==> config.mk <==
export PLATFORM = sky130hd
export DESIGN_NAME = risc16_core
export DESIGN_NICKNAME = d
export VERILOG_FILES = /design/src/risc16_pkg.sv /design/src/risc16_regfile.sv /design/src/risc16_decoder.sv /design/src/risc16_hazard.sv /design/src/risc16_alu.sv /design/src/risc16_core.sv
export VERILOG_INCLUDE_DIRS = /design/src /design/src/include
export SDC_FILE = /design/constraint.sdc
export NUM_CORES = 1
export LEC_CHECK = 0
export ABC_CLOCK_PERIOD_IN_PS = 8560
export BUFFER_PORTS_ARGS = -buffer_cell sky130_fd_sc_hd__buf_2
export CAP_MARGIN = 20
export CORE_MARGIN = 3
export CORE_UTILIZATION = 55
export CTS_CLUSTER_DIAMETER = 100
export DETAILED_ROUTE_END_ITERATION = 8
export GPL_ROUTABILITY_DRIVEN = 0
export MAX_ROUTING_LAYER = met4
export PLACE_DENSITY = 0.79
export SYNTH_ARGS = -nofsm -noshare
export SYNTH_HDL_FRONTEND = slang
export SYNTH_SLANG_ARGS = --single-unit
==> constraint.sdc <==
create_clock -name i_clk -period 8.56 [get_ports i_clk]
set_input_delay 0 -clock i_clk [delete_from_list [all_inputs] [get_ports i_clk]]
set_output_delay 0 -clock i_clk [all_outputs]
set_load 0.02 [all_outputs]
==> src/include/risc16_macros.svh <==
// RiSC-16 core constants
// Word width, register file geometry and reset vector

`ifndef RISC16_MACROS_SVH
`define RISC16_MACROS_SVH

// Data and address width
`define RISC16_XLEN 16

// Number of architectural registers
`define RISC16_NREG 8

// Register address width
`define RISC16_RAW 3

// Address of the first instruction fetched after reset
`define RISC16_RESET_PC 0

`endif

==> src/risc16_pkg.sv <==
// RiSC-16 shared types
// Opcodes, word types and the pipeline stage payloads

`include "risc16_macros.svh"

package risc16_pkg;

    typedef logic [`RISC16_XLEN-1:0] word_t;
    typedef logic [`RISC16_RAW-1:0]  reg_addr_t;

    // Encoding taken from instruction bits [15:13]
    typedef enum logic [2:0] {
        OP_ADD  = 3'd0,
        OP_ADDI = 3'd1,
        OP_NAND = 3'd2,
        OP_LUI  = 3'd3,
        OP_SW   = 3'd4,
        OP_LW   = 3'd5,
        OP_BEQ  = 3'd6,
        OP_JALR = 3'd7
    } opcode_e;

    // Decode output, consumed by execute
    typedef struct packed {
        logic      valid;
        word_t     pc;
        opcode_e   opcode;
        reg_addr_t tgt;
        reg_addr_t src1;
        reg_addr_t src2;
        word_t     imm;
    } dec_pkt_t;

    // Execute output, consumed by the memory stage
    typedef struct packed {
        logic      valid;
        opcode_e   opcode;
        reg_addr_t tgt;
        word_t     result;
        word_t     store_data;
    } exe_pkt_t;

    typedef struct packed {
        logic      valid;
        reg_addr_t tgt;
        word_t     result;
    } wb_pkt_t;

    // Data memory request, one cycle per access
    typedef struct packed {
        word_t addr;
        word_t wdata;
        logic  we;
    } dmem_req_t;

endpackage

==> src/risc16_regfile.sv <==
// RiSC-16 register file
// Two asynchronous read ports, one write port, register 0 always zero

`timescale 1ns/100ps
`include "risc16_macros.svh"

module risc16_regfile (
    input  logic                  i_clk,
    input  logic                  i_rst_n,
    input  risc16_pkg::reg_addr_t i_rd_addr1,
    input  risc16_pkg::reg_addr_t i_rd_addr2,
    output risc16_pkg::word_t     o_rd_data1,
    output risc16_pkg::word_t     o_rd_data2,
    input  logic                  i_wr_en,
    input  risc16_pkg::reg_addr_t i_wr_addr,
    input  risc16_pkg::word_t     i_wr_data
);
    import risc16_pkg::*;

    word_t r_regs [0:`RISC16_NREG-1];

    // Entry 0 is never written, so it keeps its reset value
    always_ff @(posedge i_clk or negedge i_rst_n) begin
        if (!i_rst_n) begin
            for (int i = 0; i < `RISC16_NREG; i++) begin
                r_regs[i] <= '0;
            end
        end else if (i_wr_en && (i_wr_addr != '0)) begin
            r_regs[i_wr_addr] <= i_wr_data;
        end
    end

    assign o_rd_data1 = r_regs[i_rd_addr1];
    assign o_rd_data2 = r_regs[i_rd_addr2];

endmodule

==> src/risc16_decoder.sv <==
// RiSC-16 instruction decoder
// Register field selection and immediate extension per opcode

`timescale 1ns/100ps
`include "risc16_macros.svh"

module risc16_decoder (
    input  risc16_pkg::word_t     i_inst,
    output risc16_pkg::opcode_e   o_opcode,
    output risc16_pkg::reg_addr_t o_tgt,
    output risc16_pkg::reg_addr_t o_src1,
    output risc16_pkg::reg_addr_t o_src2,
    output risc16_pkg::word_t     o_imm
);
    import risc16_pkg::*;

    reg_addr_t reg_a;
    reg_addr_t reg_b;
    reg_addr_t reg_c;
    word_t     simm_ext;
    word_t     limm_ext;

    // Fixed instruction fields
    assign o_opcode = opcode_e'(i_inst[15:13]);
    assign reg_a    = i_inst[12:10];
    assign reg_b    = i_inst[9:7];
    assign reg_c    = i_inst[2:0];

    // 7-bit signed immediate, and 10-bit LUI immediate in the top bits
    assign simm_ext = {{(`RISC16_XLEN-7){i_inst[6]}}, i_inst[6:0]};
    assign limm_ext = {i_inst[9:0], {(`RISC16_XLEN-10){1'b0}}};

    // Unused sources read register 0 so they never cause a hazard
    always_comb begin
        o_tgt  = reg_a;
        o_src1 = reg_b;
        o_src2 = '0;
        o_imm  = simm_ext;
        case (o_opcode)
            OP_ADD, OP_NAND: begin
                o_src2 = reg_c;
                o_imm  = '0;
            end
            OP_LUI: begin
                o_src1 = '0;
                o_imm  = limm_ext;
            end
            OP_SW, OP_BEQ: begin
                // rA is read, not written
                o_tgt  = '0;
                o_src2 = reg_a;
            end
            OP_JALR: o_imm = '0;
            default: ;
        endcase
    end

endmodule

==> src/risc16_hazard.sv <==
// RiSC-16 hazard unit
// Operand forwarding for execute and load-use stall detection

`timescale 1ns/100ps

module risc16_hazard (
    input  risc16_pkg::dec_pkt_t i_dec,
    input  risc16_pkg::exe_pkt_t i_exe,
    input  risc16_pkg::word_t    i_mem_result,
    input  risc16_pkg::wb_pkt_t  i_wb,
    input  risc16_pkg::word_t    i_rf_data1,
    input  risc16_pkg::word_t    i_rf_data2,
    output risc16_pkg::word_t    o_op1,
    output risc16_pkg::word_t    o_op2,
    output logic                 o_load_stall
);
    import risc16_pkg::*;

    logic exe_is_load;

    // Youngest matching stage wins, register 0 is never forwarded
    function automatic word_t fwd_operand(input reg_addr_t src, input word_t rf_data);
        word_t value;
        value = rf_data;
        if (src != '0) begin
            if (i_exe.valid && (i_exe.tgt == src)) begin
                value = i_mem_result;
            end else if (i_wb.valid && (i_wb.tgt == src)) begin
                value = i_wb.result;
            end
        end
        return value;
    endfunction

    assign o_op1 = fwd_operand(i_dec.src1, i_rf_data1);
    assign o_op2 = fwd_operand(i_dec.src2, i_rf_data2);

    //----------------------------------------
    // Load-use
    //----------------------------------------
    assign exe_is_load = i_exe.valid && (i_exe.opcode == OP_LW) && (i_exe.tgt != '0);

    // Consumer waits one cycle and then takes the load data from writeback
    assign o_load_stall = i_dec.valid && exe_is_load &&
                          ((i_exe.tgt == i_dec.src1) || (i_exe.tgt == i_dec.src2));

endmodule

==> src/risc16_alu.sv <==
// RiSC-16 execute unit
// Add or nand per opcode, plus BEQ and JALR redirect decision

`timescale 1ns/100ps

module risc16_alu (
    input  risc16_pkg::opcode_e i_opcode,
    input  risc16_pkg::word_t   i_pc,
    input  risc16_pkg::word_t   i_op1,
    input  risc16_pkg::word_t   i_op2,
    input  risc16_pkg::word_t   i_imm,
    output risc16_pkg::word_t   o_result,
    output risc16_pkg::word_t   o_store_data,
    output logic                o_redirect,
    output risc16_pkg::word_t   o_target
);
    import risc16_pkg::*;

    word_t operand_b;
    word_t pc_inc;

    assign pc_inc = i_pc + word_t'(1);

    // Register operand for ADD, NAND and BEQ, immediate otherwise
    assign operand_b = ((i_opcode == OP_ADD) || (i_opcode == OP_NAND) ||
                        (i_opcode == OP_BEQ)) ? i_op2 : i_imm;

    always_comb begin
        case (i_opcode)
            OP_NAND: o_result = ~(i_op1 & operand_b);
            OP_JALR: o_result = pc_inc;
            default: o_result = i_op1 + operand_b;
        endcase
    end

    assign o_store_data = i_op2;

    // Branch offset is relative to the next instruction
    assign o_redirect = (i_opcode == OP_JALR) || ((i_opcode == OP_BEQ) && (i_op1 == i_op2));
    assign o_target   = (i_opcode == OP_JALR) ? i_op1 : pc_inc + i_imm;

endmodule

==> src/risc16_core.sv <==
// RiSC-16 five-stage pipelined core
// PC, stage registers, forwarding, stall and squash, memory port wiring

`timescale 1ns/100ps
`include "risc16_macros.svh"

module risc16_core (
    input  logic                  i_clk,
    input  logic                  i_rst_n,
    output risc16_pkg::word_t     o_pc,
    input  risc16_pkg::word_t     i_inst,
    output risc16_pkg::dmem_req_t o_dmem,
    input  risc16_pkg::word_t     i_dmem_rdata
);
    import risc16_pkg::*;

    typedef struct packed {
        logic  valid;
        word_t pc;
        word_t inst;
    } fetch_reg_t;

    word_t      r_pc;
    fetch_reg_t r_fetch;
    dec_pkt_t   r_dec;
    exe_pkt_t   r_exe;
    wb_pkt_t    r_wb;

    opcode_e    dec_opcode;
    reg_addr_t  dec_tgt;
    reg_addr_t  dec_src1;
    reg_addr_t  dec_src2;
    word_t      dec_imm;
    word_t      rf_data1;
    word_t      rf_data2;
    word_t      op1;
    word_t      op2;
    logic       load_stall;
    word_t      alu_result;
    word_t      alu_store_data;
    logic       alu_redirect;
    word_t      alu_target;
    logic       redirect;
    word_t      mem_result;

    //----------------------------------------
    // Fetch
    //----------------------------------------
    assign o_pc = r_pc;

    always_ff @(posedge i_clk or negedge i_rst_n) begin
        if (!i_rst_n) begin
            r_pc    <= word_t'(`RISC16_RESET_PC);
            r_fetch <= '0;
        end else if (redirect) begin
            // Drop the instruction fetched this cycle
            r_pc          <= alu_target;
            r_fetch.valid <= 1'b0;
        end else if (!load_stall) begin
            r_pc    <= r_pc + word_t'(1);
            r_fetch <= '{valid: 1'b1, pc: r_pc, inst: i_inst};
        end
    end

    //----------------------------------------
    // Decode
    //----------------------------------------
    risc16_decoder u_decoder (
        .i_inst   (r_fetch.inst),
        .o_opcode (dec_opcode),
        .o_tgt    (dec_tgt),
        .o_src1   (dec_src1),
        .o_src2   (dec_src2),
        .o_imm    (dec_imm)
    );

    always_ff @(posedge i_clk or negedge i_rst_n) begin
        if (!i_rst_n) begin
            r_dec <= '0;
        end else if (redirect) begin
            r_dec.valid <= 1'b0;
        end else if (!load_stall) begin
            r_dec <= '{valid: r_fetch.valid, pc: r_fetch.pc, opcode: dec_opcode,
                       tgt: dec_tgt, src1: dec_src1, src2: dec_src2, imm: dec_imm};
        end
    end

    //----------------------------------------
    // Execute
    //----------------------------------------
    // Registers are read here, writeback is covered by forwarding
    risc16_regfile u_regfile (
        .i_clk      (i_clk),
        .i_rst_n    (i_rst_n),
        .i_rd_addr1 (r_dec.src1),
        .i_rd_addr2 (r_dec.src2),
        .o_rd_data1 (rf_data1),
        .o_rd_data2 (rf_data2),
        .i_wr_en    (r_wb.valid),
        .i_wr_addr  (r_wb.tgt),
        .i_wr_data  (r_wb.result)
    );

    risc16_hazard u_hazard (
        .i_dec        (r_dec),
        .i_exe        (r_exe),
        .i_mem_result (mem_result),
        .i_wb         (r_wb),
        .i_rf_data1   (rf_data1),
        .i_rf_data2   (rf_data2),
        .o_op1        (op1),
        .o_op2        (op2),
        .o_load_stall (load_stall)
    );

    risc16_alu u_alu (
        .i_opcode     (r_dec.opcode),
        .i_pc         (r_dec.pc),
        .i_op1        (op1),
        .i_op2        (op2),
        .i_imm        (r_dec.imm),
        .o_result     (alu_result),
        .o_store_data (alu_store_data),
        .o_redirect   (alu_redirect),
        .o_target     (alu_target)
    );

    // Operands are stale while stalled, so no redirect then
    assign redirect = r_dec.valid && !load_stall && alu_redirect;

    always_ff @(posedge i_clk or negedge i_rst_n) begin
        if (!i_rst_n) begin
            r_exe <= '0;
        end else if (load_stall) begin
            r_exe <= '0;
        end else begin
            r_exe <= '{valid: r_dec.valid, opcode: r_dec.opcode, tgt: r_dec.tgt,
                       result: alu_result, store_data: alu_store_data};
        end
    end

    //----------------------------------------
    // Memory and writeback
    //----------------------------------------
    always_comb begin
        o_dmem.addr  = r_exe.result;
        o_dmem.wdata = r_exe.store_data;
        o_dmem.we    = r_exe.valid && (r_exe.opcode == OP_SW);
    end

    assign mem_result = (r_exe.opcode == OP_LW) ? i_dmem_rdata : r_exe.result;

    always_ff @(posedge i_clk or negedge i_rst_n) begin
        if (!i_rst_n) begin
            r_wb <= '0;
        end else begin
            r_wb <= '{valid: r_exe.valid, tgt: r_exe.tgt, result: mem_result};
        end
    end

endmodule

; Yosys cells after proc, flatten, opt, wreduce, memory -nomap -nowiden
; Index checks and enable logic that the tools add are counted.
[word_totals]
reg_bits = 281
out_inout_bits = 49
[op_classes]
addsub = 4
magnitude_cmp = 4
n_eq_ne = 16
n_mux = 30
n_bitwise = 7
n_reduce_logical = 29
[ops]
columns = op, count
row1 = $mux 16, 16
row2 = $bwmux 128, 1
row3 = $bmux 16 s3, 2
row4 = $pmux 16 s2, 2
row5 = $demux 16 s3, 1
row6 = $mux 45, 1
row7 = $mux 39, 1
row8 = $mux 33, 1
row9 = $add 16x1->16 const B, 2
row10 = $add 16x16->16, 2
row11 = $eq 3x3->1 const B, 7
row12 = $and 16x16->16, 1
row13 = $eq 16x16->1, 1
row14 = $not 16->16, 1
row15 = $logic_and 1x1->1, 14
row16 = $eq 3x3->1, 4
row17 = $ge 4x4->1 const B, 3
row18 = $not 3->4, 3
row19 = $reduce_bool 3->1, 4
row20 = $eq 3x2->1 const B, 3
row21 = $logic_not 3->1, 2
row22 = $mux 3, 2
row23 = $pmux 3 s2, 1
row24 = $logic_or 1x1->1, 4
row25 = 8 further kinds, 11

; Logic depth before layout (Yosys ltp)
[depth]
word_depth = 13
ltp_mapped = 19
depth_no_buf = 17

; By module
; From an unflattened synthesis, not the netlist that was laid out.
[unflattened]
hier_cells = 1417
area_unflattened_um2 = 17658.2
[by_module_without_submodules]
columns = mod, n_inst, cells_per_inst, area_per_inst_um2, seq_area_each_um2
row1 = risc16_regfile, 1, 391, 6904.1, 3203.1
row2 = risc16_core, 1, 440, 6332.3, 3828.7
row3 = risc16_alu, 1, 377, 2686.3, 0.0
row4 = risc16_hazard, 1, 158, 1376.3, 0.0
row5 = risc16_decoder, 1, 51, 359.1, 0.0

; Worst setup path before layout
; OpenSTA, ideal clock, no wires.
[synth_timing]
path_type = reg-to-reg
startpoint = register r_dec[17] (netlist name)
endpoint = register r_exe (netlist bit o_dmem[30])
arrival_ns = 3.855
path_slack_ns = 4.627
path_stages_with_launch = 19
n_path_buf = 3
synth_period_minus_slack_ns = 3.933
path_cell_list = dfrtp_1 -> buf_6 -> buf_8 -> xnor2_2 -> and4_1 -> buf_2 -> a211oi_1 -> o311ai_1 -> o21ai_0 -> o21ai_0 -> ha_1 -> a21oi_1 -> o211a_1 -> o31a_1 -> o31ai_4 -> a211oi_4 -> o211ai_2 -> or4b_1 -> a21oi_1
[synth_between]
elab_chain_len = 12
[synth_rtl]
columns = element, line_no
row1 = from (decl), risc16_core.sv:25  ; dec_pkt_t r_dec;
row2 = from (signal assigned), risc16_core.sv:83  ; r_dec <= '{valid: r_fetch.valid, pc: r_fetch.pc, opcode: dec_opcode,
row3 = "parallel branches: the longest is 11 deep, another holds $add 16x16->16", -
row4 = $mux 39 *, risc16_core.sv:134  ; end else if (load_stall) begin
row5 = to (signal assigned), risc16_core.sv:137  ; r_exe <= '{valid: r_dec.valid, opcode: r_dec.opcode, tgt: r_dec.tgt,
row6 = to (decl), risc16_core.sv:26  ; exe_pkt_t r_exe;
; Mark *: on every way between the ends. The select of a mux whose other input is x is not followed.
; A chain may end at the register's enable or synchronous reset.

; Final worst setup path
[layout_timing]
startpoint = register r_dec[19] (netlist name)
endpoint = register r_fetch[9] (netlist name)
[layout_between]
elab_chain_len = 13
[layout_rtl]
columns = element, line_no
row1 = $not 3->4 (implied by the code), risc16_regfile.sv:33  ; assign o_rd_data1 = r_regs[i_rd_addr1];
row2 = $bmux 16 s3, risc16_regfile.sv:33
row3 = $mux 16 (implied by the code) (2 in series), risc16_regfile.sv:33
row4 = $mux 16, risc16_hazard.sv:28  ; end else if (i_wb.valid && (i_wb.tgt == src)) begin
row5 = $mux 16, risc16_hazard.sv:26  ; if (i_exe.valid && (i_exe.tgt == src)) begin
row6 = $mux 16, risc16_hazard.sv:25  ; if (src != '0) begin
row7 = $eq 16x16->1, risc16_alu.sv:39  ; assign o_redirect = (i_opcode == OP_JALR) || ((i_opcode == OP_BEQ) && (i_op1 == i_op2));
row8 = $logic_and 1x1->1, risc16_alu.sv:39
row9 = $logic_or 1x1->1, risc16_alu.sv:39
row10 = $logic_and 1x1->1, risc16_core.sv:129  ; assign redirect = r_dec.valid && !load_stall && alu_redirect;
row11 = $not 1->1 (no source line), -
row12 = $reduce_and 2->1 (no source line) *, -
row13 = to (signal assigned), risc16_core.sv:61  ; r_fetch <= '{valid: 1'b1, pc: r_pc, inst: i_inst};
row14 = to (decl), risc16_core.sv:24  ; fetch_reg_t r_fetch;
; Every way passes the cells marked *; elsewhere a longest branch is shown, timed or not. The select of a mux whose other input is x is not followed.

==> results.tsv <==
metric	value	unit
synth.area.top_cells	dfrtp_1, mux2_2, mux4_2	
hold_viol_final	13	
synth_edf_count	0	
die_w	179	microns
syn_avg_cell_area	11.1	sq um
hp-class	in -> async	
cts.sinks	281	
final.setup.worst_slack	2.68	ns
violations	hold timing	
critPathKind	reg -> reg	
syn-num-nets	1549	
viasPerCell	6.56	
antenna_found_initial	2	
hpwl	30500	microns
drive_gt1_share	23.4	%
drt_first_pass_iters	5	
drtAntennaViolNets	0	
synth_most_common_cell	dfrtp_1	
finalSetupViolations	0	
synth_top_area_share	42.7	%
ys_ff_latch	281	
worstSetupStartpointType	flip-flop	
grt_overflow_total	0	
synth.cell_area	0.0165	sq mm
final_nets	1572	
synthTopCellsByCount	dfrtp_1, mux2_2, o21ai_0	
postCtsHoldBufs	33	
io_pins	83	
cp_max_fo	45	
fp.dieH	179	microns
synth_largest_area_cell	dfrtp_1	
insertion_delay	0.56	ns
grtUsageTotal	28.4	%
n_fill_cell	2230	
grt_pass1_wl	68700	microns
drv_slew	0	
arrival	6.31	ns
timing.final.crit_share	68.7	%
core-area	0.0291	sq mm
grt_max_degree	81	
cts_tree	done	
min_period	5.88	ns
whs	-0.0187	ns
pre_cts_slack	2.87	ns
grt_pass1_vias	12400	
port_buffers	82	
fmax	170	MHz
synth_cell_types	87	
yosys_warnings	0	
clockRootBuffer	clkbuf_16	
cts_buffer_depth	3	
ys.flop_type	dfrtp_1	
synthArstFlopShare	100	%
setup_tns	0	ns
status	complete, but fails checks	
path_clk_slew	0.06	ns
crit_required	8.99	ns
max_slew_margin	23.6	%
cts_setup_buffers	0	
initialDrtViolationCount	1369	
wire_per_inst	23.2	microns
routed_wl	44400	microns
endpoint_kind	flip-flop	
htreeDepth	1	
worst_slew_pin_slew	1.15	ns
ys_seq_area_share	42.7	%
vias	12500	
syn_inst	1481	
max-cap-violations	0	
cts_made_buffers	30	
start_util	56.6	%
post_cts_resized	0	
die_area	0.0320	sq mm
row_count	62	
clock-skew-final	0.0157	ns
rsz0062_at_grt	no	
drc	0	
area_growth	9.54	%
==> registers in the layout (all words and copies together), names as in the netlist <==
register / cells
o_dmem: 32
o_pc: 16
r_dec: 45
r_exe: 7
r_fetch: 33
r_wb: 20
u_regfile.r_regs: 128
==> per-layer routing <==
metal / wire length, microns / GRT usage (%)
met5: 0 / -
met4: 2100 / 11.2
met3: 4670 / 7.29
met2: 19800 / 42.2
met1: 17800 / 37.7
==> final cells by class <==
| class | count | area, sq um | share of cell area, % |
|---|---|---|---|
| diodes | 2 | 5.00 | 0.0278 |
| clock inverters | 4 | 76.3 | 0.424 |
| well taps | 384 | 480 | 2.67 |
| multi-input cells | 1025 | 8480 | 47.1 |
| flip-flops and latches | 281 | 7030 | 39.0 |
| inverters | 29 | 109 | 0.604 |
| clock buffers | 48 | 920 | 5.10 |
| repair buffers | 137 | 916 | 5.08 |
==> cells by family (layout without fill, tap and decap cells) <==
family	after synthesis	after routing	synth area share, %
AO/OA/AOI/OAI	331	331	12.4
buffers and inverters	175	218	5.98
flip-flops	281	281	42.7
adder cells (fa/ha/maj)	34	34	2.68
other	0	2	0
XOR/XNOR	65	65	3.55
AND/OR/NAND/NOR	313	313	9.29
multiplexers	282	282	23.3
==> final timing paths <==
kind | from | slack, ns | cells after the start | endpoint
max | r_dec[19] | 2.68 | 13 | r_fetch[9]
min | i_rst_n | -0.02 | 2 | u_regfile.r_regs[102]
max reg2reg | r_dec[19] | 2.68 | 13 | r_fetch[9]
min reg2reg | u_regfile.r_regs[115] | 0.40 | 0 | u_regfile.r_regs[115]
max in group asynchronous | i_rst_n | 7.18 | 3 | o_pc[9]
min in group i_clk | i_inst[4] | 0.18 | 3 | r_fetch[4]
==> layout by cell type (no fill, tap or decap), drive strengths merged, types with 41 or more instances in the layout <==
cell    instances
mux2          182
clkbuf         48
mux2i          41
buf           104
dfrtp         281
o21ai         127
a21oi          86
nor2           90
nand2          88
mux4           59
==> through the flow <==
| step | cells | cell area, sq um | util [%] | hold WS, ns |
|---|---|---|---|---|
| final | 1910 | 18000 | 61.9 | -0.0187 |
| after global routing | 1910 | 18000 | 61.9 | 0.0407 |
| after CTS | 1908 | 18000 | 61.9 | 0.0110 |
| after detailed placement | 1823 | 16700 | 57.4 | -0.00820 |
| after global placement | 1823 | 16700 | 57.4 | -0.0164 |
| after floorplan | 1481 | 16500 | - | -0.296 |
==> worst max-delay path: stages, from the launching register on <==
cell      delay [ns]
dfrtp_1         1.10
xnor2_1         0.23
nand4_1         0.75
o21ai_0         0.48
a21oi_1         0.09
o22ai_1         0.30
xor2_1          0.12
nor3_1          0.26
nand4_1         0.20
a21boi_2        0.18
buf_4           0.33
or2_2           0.74
buf_4           0.56
mux2_1          0.37
Power is not shown: default switching activity piles up to over one toggle a cycle in this logic, so the estimate is an artifact.
